===== src/rtl/alu_consts.svh =====
// ALU datapath constants
// operand width plus the widths and offsets of the three cascaded slices

`ifndef ALU_CONSTS_SVH
`define ALU_CONSTS_SVH

// full operand and result width
`define ALU_WIDTH 16

// slice widths, low and middle are 6 bits, top is 4
`define ALU_LOW_BITS 6
`define ALU_MID_BITS 6
`define ALU_TOP_BITS 4

// bit offset of each slice inside the 16-bit word
`define ALU_MID_LSB 6
`define ALU_TOP_LSB 12

// width of one slice table word, same as the 8-bit rom data bus
`define ALU_SLICE_WORD_BITS 8

`endif


===== src/rtl/alu_op_pkg.sv =====
// ALU operation types
// operation encoding and the position of a slice in the cascade
`default_nettype none

package alu_op_pkg;

   //////////////////////////////
   // operation encoding
   //////////////////////////////
   // the microcode drives these 3 bits directly
   typedef enum logic [2:0] {
      op_add   = 3'd0,
      op_adc   = 3'd1,
      op_sub   = 3'd2,
      op_sbc   = 3'd3,
      op_and   = 3'd4,
      op_or    = 3'd5,
      op_xor   = 3'd6,
      op_passb = 3'd7
   } alu_op_e;

   // where a slice sits in the carry chain
   typedef enum logic [1:0] {
      pos_low = 2'd0,
      pos_mid = 2'd1,
      pos_top = 2'd2
   } slice_pos_e;

endpackage

`default_nettype wire


===== src/rtl/alu_slice_pkg.sv =====
// ALU slice word type
// one 8-bit table word, read as a chain word or as the top word with flags
`default_nettype none

`include "alu_consts.svh"

package alu_slice_pkg;

   //////////////////////////////
   // slice table word
   //////////////////////////////
   typedef union packed {
      // raw rom data
      logic [`ALU_SLICE_WORD_BITS-1:0] raw;
      // low and middle slices
      struct packed {
         logic                     spare;
         logic                     carry;
         logic [`ALU_LOW_BITS-1:0] res;
      } chain;
      // top slice, flag pairs are strobe then value
      struct packed {
         logic                     set_l;
         logic                     l;
         logic                     set_v;
         logic                     v;
         logic [`ALU_TOP_BITS-1:0] res;
      } top;
   } slice_word_u;

endpackage

`default_nettype wire


===== src/rtl/alu_pipe.sv =====
// ALU pipeline top
// three slice stages in a chain, result three cycles after the strobe
`timescale 1ns/1ns
`default_nettype none

`include "alu_consts.svh"

module alu_pipe
   import alu_op_pkg::*;
(
   input  logic                  clk,
   input  logic                  rst_n,
   input  logic                  in_valid,
   input  alu_op_e               op,
   input  logic [`ALU_WIDTH-1:0] a,
   input  logic [`ALU_WIDTH-1:0] b,
   input  logic                  fl,
   output logic                  out_valid,
   output logic [`ALU_WIDTH-1:0] y,
   output logic                  set_l,
   output logic                  l_out,
   output logic                  set_v,
   output logic                  v_out
);

   //////////////////////////////
   // low to middle
   //////////////////////////////
   logic                  v1;
   alu_op_e               op1;
   logic                  fl1;
   logic                  c1;
   logic [`ALU_WIDTH-1:0] a1;
   logic [`ALU_WIDTH-1:0] b1;
   logic [`ALU_WIDTH-1:0] y1;

   // middle to top
   logic                  v2;
   alu_op_e               op2;
   logic                  fl2;
   logic                  c2;
   logic [`ALU_WIDTH-1:0] a2;
   logic [`ALU_WIDTH-1:0] b2;
   logic [`ALU_WIDTH-1:0] y2;

   // low slice, carry comes from op and link so carry_in is tied off
   alu_slice_stage #(.POS(pos_low)) u_low (
      .clk(clk), .rst_n(rst_n),
      .in_valid(in_valid), .op_in(op), .fl_in(fl), .carry_in(1'b0),
      .a_in(a), .b_in(b), .y_in('0),
      .out_valid(v1), .op_out(op1), .fl_out(fl1), .carry_out(c1),
      .a_out(a1), .b_out(b1), .y_out(y1),
      .set_l(), .l_out(), .set_v(), .v_out()
   );

   alu_slice_stage #(.POS(pos_mid)) u_mid (
      .clk(clk), .rst_n(rst_n),
      .in_valid(v1), .op_in(op1), .fl_in(fl1), .carry_in(c1),
      .a_in(a1), .b_in(b1), .y_in(y1),
      .out_valid(v2), .op_out(op2), .fl_out(fl2), .carry_out(c2),
      .a_out(a2), .b_out(b2), .y_out(y2),
      .set_l(), .l_out(), .set_v(), .v_out()
   );

   // top slice drives the result and both flags
   alu_slice_stage #(.POS(pos_top)) u_top (
      .clk(clk), .rst_n(rst_n),
      .in_valid(v2), .op_in(op2), .fl_in(fl2), .carry_in(c2),
      .a_in(a2), .b_in(b2), .y_in(y2),
      .out_valid(out_valid), .op_out(), .fl_out(), .carry_out(),
      .a_out(), .b_out(), .y_out(y),
      .set_l(set_l), .l_out(l_out), .set_v(set_v), .v_out(v_out)
   );

endmodule

`default_nettype wire


===== src/rtl/alu_slice_stage.sv =====
// ALU slice stage
// one registered pipeline stage around a slice table
`timescale 1ns/1ns
`default_nettype none

`include "alu_consts.svh"

module alu_slice_stage
   import alu_op_pkg::*, alu_slice_pkg::*;
#(
   parameter slice_pos_e POS = pos_low
) (
   input  logic                  clk,
   input  logic                  rst_n,
   input  logic                  in_valid,
   input  alu_op_e               op_in,
   input  logic                  fl_in,
   input  logic                  carry_in,
   input  logic [`ALU_WIDTH-1:0] a_in,
   input  logic [`ALU_WIDTH-1:0] b_in,
   input  logic [`ALU_WIDTH-1:0] y_in,
   output logic                  out_valid,
   output alu_op_e               op_out,
   output logic                  fl_out,
   output logic                  carry_out,
   output logic [`ALU_WIDTH-1:0] a_out,
   output logic [`ALU_WIDTH-1:0] b_out,
   output logic [`ALU_WIDTH-1:0] y_out,
   output logic                  set_l,
   output logic                  l_out,
   output logic                  set_v,
   output logic                  v_out
);

   // field position and width of this slice
   localparam int LSB = (POS == pos_top) ? `ALU_TOP_LSB :
                        (POS == pos_mid) ? `ALU_MID_LSB : 0;
   localparam int W   = (POS == pos_top) ? `ALU_TOP_BITS :
                        (POS == pos_mid) ? `ALU_MID_BITS : `ALU_LOW_BITS;

   logic                     cin;
   logic [`ALU_LOW_BITS-1:0] a_bits;
   logic [`ALU_LOW_BITS-1:0] b_bits;
   slice_word_u              word;
   logic [`ALU_WIDTH-1:0]    y_next;
   logic                     carry_next;
   logic                     set_l_next;
   logic                     l_next;
   logic                     set_v_next;
   logic                     v_next;

   // operand field, zero extended to the table port
   assign a_bits = `ALU_LOW_BITS'(a_in[LSB +: W]);
   assign b_bits = `ALU_LOW_BITS'(b_in[LSB +: W]);

   // carry into the chain
   if (POS == pos_low) begin : g_cin_low
      always_comb begin
         case (op_in)
            op_add:  cin = 1'b0;
            op_sub:  cin = 1'b1;
            // adc, sbc use the link, logic ops carry it through
            default: cin = fl_in;
         endcase
      end
   end else begin : g_cin_chain
      assign cin = carry_in;
   end

   alu_slice_table #(
      .POS(POS)
   ) u_table (
      .op      (op_in),
      .carry_in(cin),
      .a_bits  (a_bits),
      .b_bits  (b_bits),
      .word    (word)
   );

   //////////////////////////////
   // decode the table word
   //////////////////////////////
   if (POS == pos_top) begin : g_dec_top
      always_comb begin
         y_next            = y_in;
         y_next[LSB +: W]  = word.top.res;
         carry_next        = word.top.l;
         set_l_next        = word.top.set_l;
         l_next            = word.top.l;
         set_v_next        = word.top.set_v;
         v_next            = word.top.v;
      end
   end else begin : g_dec_chain
      always_comb begin
         y_next            = y_in;
         y_next[LSB +: W]  = word.chain.res;
         carry_next        = word.chain.carry;
         // no flags below the top slice
         set_l_next        = 1'b0;
         l_next            = 1'b0;
         set_v_next        = 1'b0;
         v_next            = 1'b0;
      end
   end

   //////////////////////////////
   // stage registers
   //////////////////////////////
   always_ff @(posedge clk or negedge rst_n) begin
      if (!rst_n) begin
         out_valid <= 1'b0;
         op_out    <= op_add;
         fl_out    <= 1'b0;
         carry_out <= 1'b0;
         a_out     <= '0;
         b_out     <= '0;
         y_out     <= '0;
         set_l     <= 1'b0;
         l_out     <= 1'b0;
         set_v     <= 1'b0;
         v_out     <= 1'b0;
      end else begin
         // valid follows the strobe every cycle
         out_valid <= in_valid;
         if (in_valid) begin
            op_out    <= op_in;
            fl_out    <= fl_in;
            carry_out <= carry_next;
            a_out     <= a_in;
            b_out     <= b_in;
            y_out     <= y_next;
            set_l     <= set_l_next;
            l_out     <= l_next;
            set_v     <= set_v_next;
            v_out     <= v_next;
         end
      end
   end

endmodule

`default_nettype wire


===== src/rtl/alu_slice_table.sv =====
// ALU slice table
// combinational replacement for one cascaded lookup rom
`timescale 1ns/1ns
`default_nettype none

`include "alu_consts.svh"

module alu_slice_table
   import alu_op_pkg::*, alu_slice_pkg::*;
#(
   parameter slice_pos_e POS = pos_low
) (
   input  alu_op_e                  op,
   input  logic                     carry_in,
   input  logic [`ALU_LOW_BITS-1:0] a_bits,
   input  logic [`ALU_LOW_BITS-1:0] b_bits,
   output slice_word_u              word
);

   // live width of this slice
   localparam int W = (POS == pos_top) ? `ALU_TOP_BITS :
                      (POS == pos_mid) ? `ALU_MID_BITS : `ALU_LOW_BITS;

   logic         is_sub;
   logic         is_arith;
   logic [W-1:0] a_w;
   logic [W-1:0] b_w;
   logic [W-1:0] b_eff;
   logic [W-1:0] r_logic;
   logic [W-1:0] r;
   logic [W:0]   sum;

   //////////////////////////////
   // slice arithmetic
   //////////////////////////////
   always_comb begin
      a_w      = a_bits[W-1:0];
      b_w      = b_bits[W-1:0];
      is_sub   = (op == op_sub) || (op == op_sbc);
      is_arith = (op == op_add) || (op == op_adc) || is_sub;
      // subtract is a plus not-b plus carry-in
      b_eff    = is_sub ? ~b_w : b_w;
      sum      = {1'b0, a_w} + {1'b0, b_eff} + {{W{1'b0}}, carry_in};
      case (op)
         op_and:  r_logic = a_w & b_w;
         op_or:   r_logic = a_w | b_w;
         op_xor:  r_logic = a_w ^ b_w;
         // pass b, also covers the arith codes
         default: r_logic = b_w;
      endcase
      r = is_arith ? sum[W-1:0] : r_logic;
   end

   //////////////////////////////
   // word packing
   //////////////////////////////
   if (POS == pos_top) begin : g_top
      always_comb begin
         word           = '0;
         word.top.res   = r;
         // L is the carry out, inverted borrow on subtract
         word.top.set_l = is_arith;
         word.top.l     = is_arith & sum[W];
         // signed overflow, operand signs agree but result sign differs
         word.top.set_v = is_arith;
         word.top.v     = is_arith & (a_w[W-1] == b_eff[W-1]) & (r[W-1] != a_w[W-1]);
      end
   end else begin : g_chain
      always_comb begin
         word.raw         = '0;
         word.chain.res   = r;
         // logic ops hand the incoming carry straight up the chain
         word.chain.carry = is_arith ? sum[W] : carry_in;
      end
   end

endmodule

`default_nettype wire


===== config.mk =====
export PLATFORM = sky130hd
export DESIGN_NAME = alu_pipe
export DESIGN_NICKNAME = d
export VERILOG_FILES = /design/src/rtl/alu_op_pkg.sv /design/src/rtl/alu_slice_pkg.sv /design/src/rtl/alu_pipe.sv /design/src/rtl/alu_slice_stage.sv /design/src/rtl/alu_slice_table.sv
export VERILOG_INCLUDE_DIRS = /design/src /design/src/rtl
export SDC_FILE = /design/constraint.sdc
export NUM_CORES = 1
export LEC_CHECK = 0
export BUFFER_PORTS_ARGS = -buffer_cell sky130_fd_sc_hd__buf_2
export CORE_MARGIN = 8
export CORE_UTILIZATION = 38
export DETAILED_ROUTE_END_ITERATION = 16
export GPL_TIMING_DRIVEN = 0
export PLACE_DENSITY = 0.59
export SKIP_CTS_REPAIR_TIMING = 1
export SYNTH_ARGS = -nofsm -noshare
export SYNTH_HDL_FRONTEND = slang
export SYNTH_SLANG_ARGS = --single-unit

===== constraint.sdc =====
create_clock -name clk -period 5.5 [get_ports clk]
set_input_delay 0.275 -clock clk [delete_from_list [all_inputs] [get_ports clk]]
set_output_delay 0.275 -clock clk [all_outputs]
set_load 0.05 [all_outputs]

==> metrics.md <==
| Metric | Value |
|---|---|
| Compound-Gate Fraction of Synth Area | `8.61%` |
| Antenna diodes | `0` |
| CTS Root Cell | `clkbuf_16` |
| Final setup violation count | `0` |
| Area share of the largest cell type after synthesis | `40.8%` |
| Setup CP Type | `flop to flop` |
| Post-synthesis simple-gate area fraction | `6.22%` |
| GRT Total Usage | `12.6%` |
| Overflow after GRT | `0` |
| R2R Path End | `u_mid.carry_out$_DFFE_PN0P_` |
| Worst reg2reg startpoint | `u_low.op_out[2]$_DFFE_PN0P_` |
| Core area | `12000 um^2` |
| Cells after synthesis | `427` |
| Synth Area in XOR/XNOR | `4.69%` |
| Synth area leader | `dfrtp_1` |
| Clk pwr share | `26.7%` |
| Die X | `127 um` |
| Worst hold path depth | `1` |
| Highest metal used | `met4` |
| DR pass1 iterations | `4` |
| Hold EP | `u_low.out_valid$_DFF_PN0_` |
| Post-route DRC | `0` |
| Overall routed net length | `9.65 mm` |
| Ys flop type | `dfrtp_1` |
| Total CTS buffers | `9` |
| Unique masters post-synth | `37` |
| Pwr Density | `358 nW/um^2` |
| CTS tree | `yes` |
| Initial antenna violation count | `0` |
| RSZ-0062 raised after global routing | `false` |
| Hold Crit Class | `input port to flop` |
| Sw Pwr | `0.000707 W` |
| Multiplexer area fraction after synthesis | `17.4%` |
| Leakage Power | `2.62 nW` |
| Vias per std cell | `4.95` |
| Routed via count | `3202` |
| CTS Buffer Depth | `2` |
| Synth cell count leaders | `76 x dfrtp_1, 63 x inv_1, 46 x ha_1, 38 x nand2_1, 37 x mux2_2` |
| Combinational family with the most area after synthesis | `multiplexers` |
| GPL Wtd Cong | `0.814` |
| Routed wire per std cell | `14.9 um` |
| # IOs | `60` |
| Ranking of synthesized cells by area | `dfrtp_1 41%, ha_1 12%, mux2_2 8.9%, inv_1 5.1%, mux4_2 4.8%` |
| Fill count | `1137` |
| Max frequency | `348 MHz` |
| CTS clk-pin slew, worst paths | `0.06 ns` |
| Ys async rst share | `100%` |
| Met2 routed WL | `4.40 mm` |
| Peak VDD IR | `0.181 mV` |
| Crit path DAT | `3.09 ns` |
| Met1 Wirelength | `4.65 mm` |
| Met3 routed WL | `480 um` |
| Syn Area/Cell | `10.9 um^2` |
| Cell with the most instances after synthesis | `dfrtp_1` |
| First-pass GRT wire length | `16.4 mm` |
| Min Clock Period, post-route | `2.88 ns` |
| Total power | `0.00194 W` |
| Post-synthesis sequential area ratio | `40.8%` |
| Switching Fraction | `36.3%` |
| Area of the multi-input gates | `2420 um^2` |
| YS warnings | `0` |
| Rows | `40` |
| Post-route cell area | `5430 um^2` |
| Synthesis-to-finish area growth | `16.4%` |
| Port Buffers | `56` |
| Pin count of the biggest net entering global routing | `61` |
| Syn_nets | `518` |
| Final hold vios | `0` |
| CP Launch Type | `flop` |
| Sequential Power Share | `38.0%` |
| DP HPWL | `7.48 mm` |
| Post-synth EDFFs | `0` |
| H-tree depth | `3` |
| CP Max Fanout | `10` |
| R2r setup slk | `2.62 ns` |
| Slew margin rel. | `60.0%` |
| R2R cell count | `11` |
| Max Slew Vio Count | `0` |
| # Max-Cap Violations | `0` |
| Starting DRT DRC Count | `200` |
| Yosys reg bits | `76` |
| Layout cell share with drive strength beyond 1 | `26.0%` |
| Area after DPL | `5160 um^2` |
| Die Span Y | `127 um` |
| Clk_skew | `0.00400 ns` |
| ANT nets after route | `0` |
| Number of global-route vias before repair | `3398` |
| Setup_tns | `0 ns` |
| Outcome | `finished clean` |
| Setup crit end kind | `flop` |
| Clock Latency Late Sink | `0.33 ns` |
| Gate power share | `35.3%` |
| Adder-Cell Fraction of Synth Area | `14.9%` |
| Cell area after synthesis | `4670 um^2` |
| Sink Count | `76` |
| Die area | `16100 um^2` |
| Register area | `1900 um^2` |
| Initial core utilization | `38.8%` |
| Worst Hold Launch | `in_valid` |
| Nets | `587` |
| Data required time of the worst path | `5.71 ns` |
| Internal power | `0.00124 W` |
| Final period utilization | `52.3%` |
| Worst-Margin Slew | `0.600 ns` |
-- cells in the final DEF (no fill, tap or decap), types with 2 or more instances in the layout --
master       n
a21o_1       3
a21oi_1     13
buf_1        4
buf_2       60
buf_4        4
buf_6        2
clkbuf_1     7
clkbuf_16    9
clkinv_2     3
clkinvlp_4   2
dfrtp_1     76
fa_1         6
ha_1        46
inv_1       63
mux2_2      37
mux2i_1      4
mux4_1       5
mux4_2      10
nand2_1     38
nand2b_1     5
nand3_1      8
nor2_1      12
nor2b_1      2
o2111ai_1    2
o211ai_1     3
o21ai_0     33
o221ai_1     5
xnor2_1     22
xor2_1       3
-- logic make-up after synthesis --
group | after synthesis
compound gates | 67
xor+xnor | 25
fa+ha+maj | 52
buf+inv | 83
flops | 76
mux | 56
simple gates | 68
-- through the flow --
| stage | hold slack (ns) | cells | utilization (%) | worst slack, ns |
|---|---|---|---|---|
| floorplan | -0.0206 | 427 | - | 3.00 |
| global placement | 0.435 | 630 | 42.7 | 2.61 |
| detailed placement | 0.166 | 631 | 43.0 | 2.62 |
| CTS | -0.188 | 646 | 45.1 | 2.62 |
| global route | 0.118 | 647 | 45.2 | 2.38 |
| finish | 0.113 | 647 | 45.2 | 2.62 |
-- per-layer routing --
layer	GRT usage, %	up-vias
met4	4.20	0
li1	-	1580
met2	20.5	58
met5	0	-
met1	15.8	1552
met3	3.48	12
-- worst max-delay path, cell delays in order (launching register included) --
cell,delay (ns)
dfrtp_1,0.35
buf_2,0.18
inv_1,0.17
nand2_1,0.27
xnor2_1,0.27
fa_1,0.25
inv_1,0.06
fa_1,0.40
a21o_1,0.17
a21oi_1,0.23
o21ai_0,0.13
o31a_1,0.28
-- layout make-up --
cell class	instances	area share, %
timing repair buffer	58	5.90
buffer	20	1.98
clock buffer	10	4.22
sequential	76	35.0
clock inverter	5	0.553
multi-input combinational	268	44.6
inverter	63	4.36
tap	147	3.39
-- how the worst max path moves through the flow --
stage | startpoint | to | slack [ns] | cells after the start
after floorplan | u_low.op_out[2]$_DFFE_PN0P_ | u_mid.carry_out$_DFFE_PN0P_ | 3.00 | 11
after global placement | u_low.op_out[2]$_DFFE_PN0P_ | u_mid.carry_out$_DFFE_PN0P_ | 2.61 | 11
after detailed placement | op[2] | u_low.carry_out$_DFFE_PN0P_ | 2.62 | 12
after CTS | u_low.op_out[2]$_DFFE_PN0P_ | u_mid.carry_out$_DFFE_PN0P_ | 2.62 | 11
after global routing | u_low.op_out[2]$_DFFE_PN0P_ | u_mid.carry_out$_DFFE_PN0P_ | 2.38 | 11
final | u_low.op_out[2]$_DFFE_PN0P_ | u_mid.carry_out$_DFFE_PN0P_ | 2.62 | 11
-- state kept, by name, summed over array words and instances, names as in the netlist --
| signal | flops |
|---|---|
| u_top.out_valid | 1 |
| u_top.set_v | 1 |
| u_top.l_out | 1 |
| u_mid.y_out | 12 |
| u_low.a_out | 10 |
| u_top.y_out | 16 |
| u_low.b_out | 10 |
| u_low.y_out | 6 |
| u_mid.a_out | 4 |
| u_low.op_out | 3 |
| u_mid.op_out | 3 |
| u_mid.out_valid | 1 |
| u_mid.carry_out | 1 |
| u_mid.b_out | 4 |
| u_top.v_out | 1 |
| u_low.carry_out | 1 |
| u_low.out_valid | 1 |
-- power groups by stage --
stage	logic [W]	clock network [W]	registers [W]
final	0.000686	0.000520	0.000739
after global routing	0.000757	0.000563	0.000754
after CTS	0.000696	0.000538	0.000741
after detailed placement	0.000691	0	0.000751
after global placement	0.000675	0	0.000746
after floorplan	0.000358	0	0.000901
Note: power is estimated with default switching activity, not from simulation.
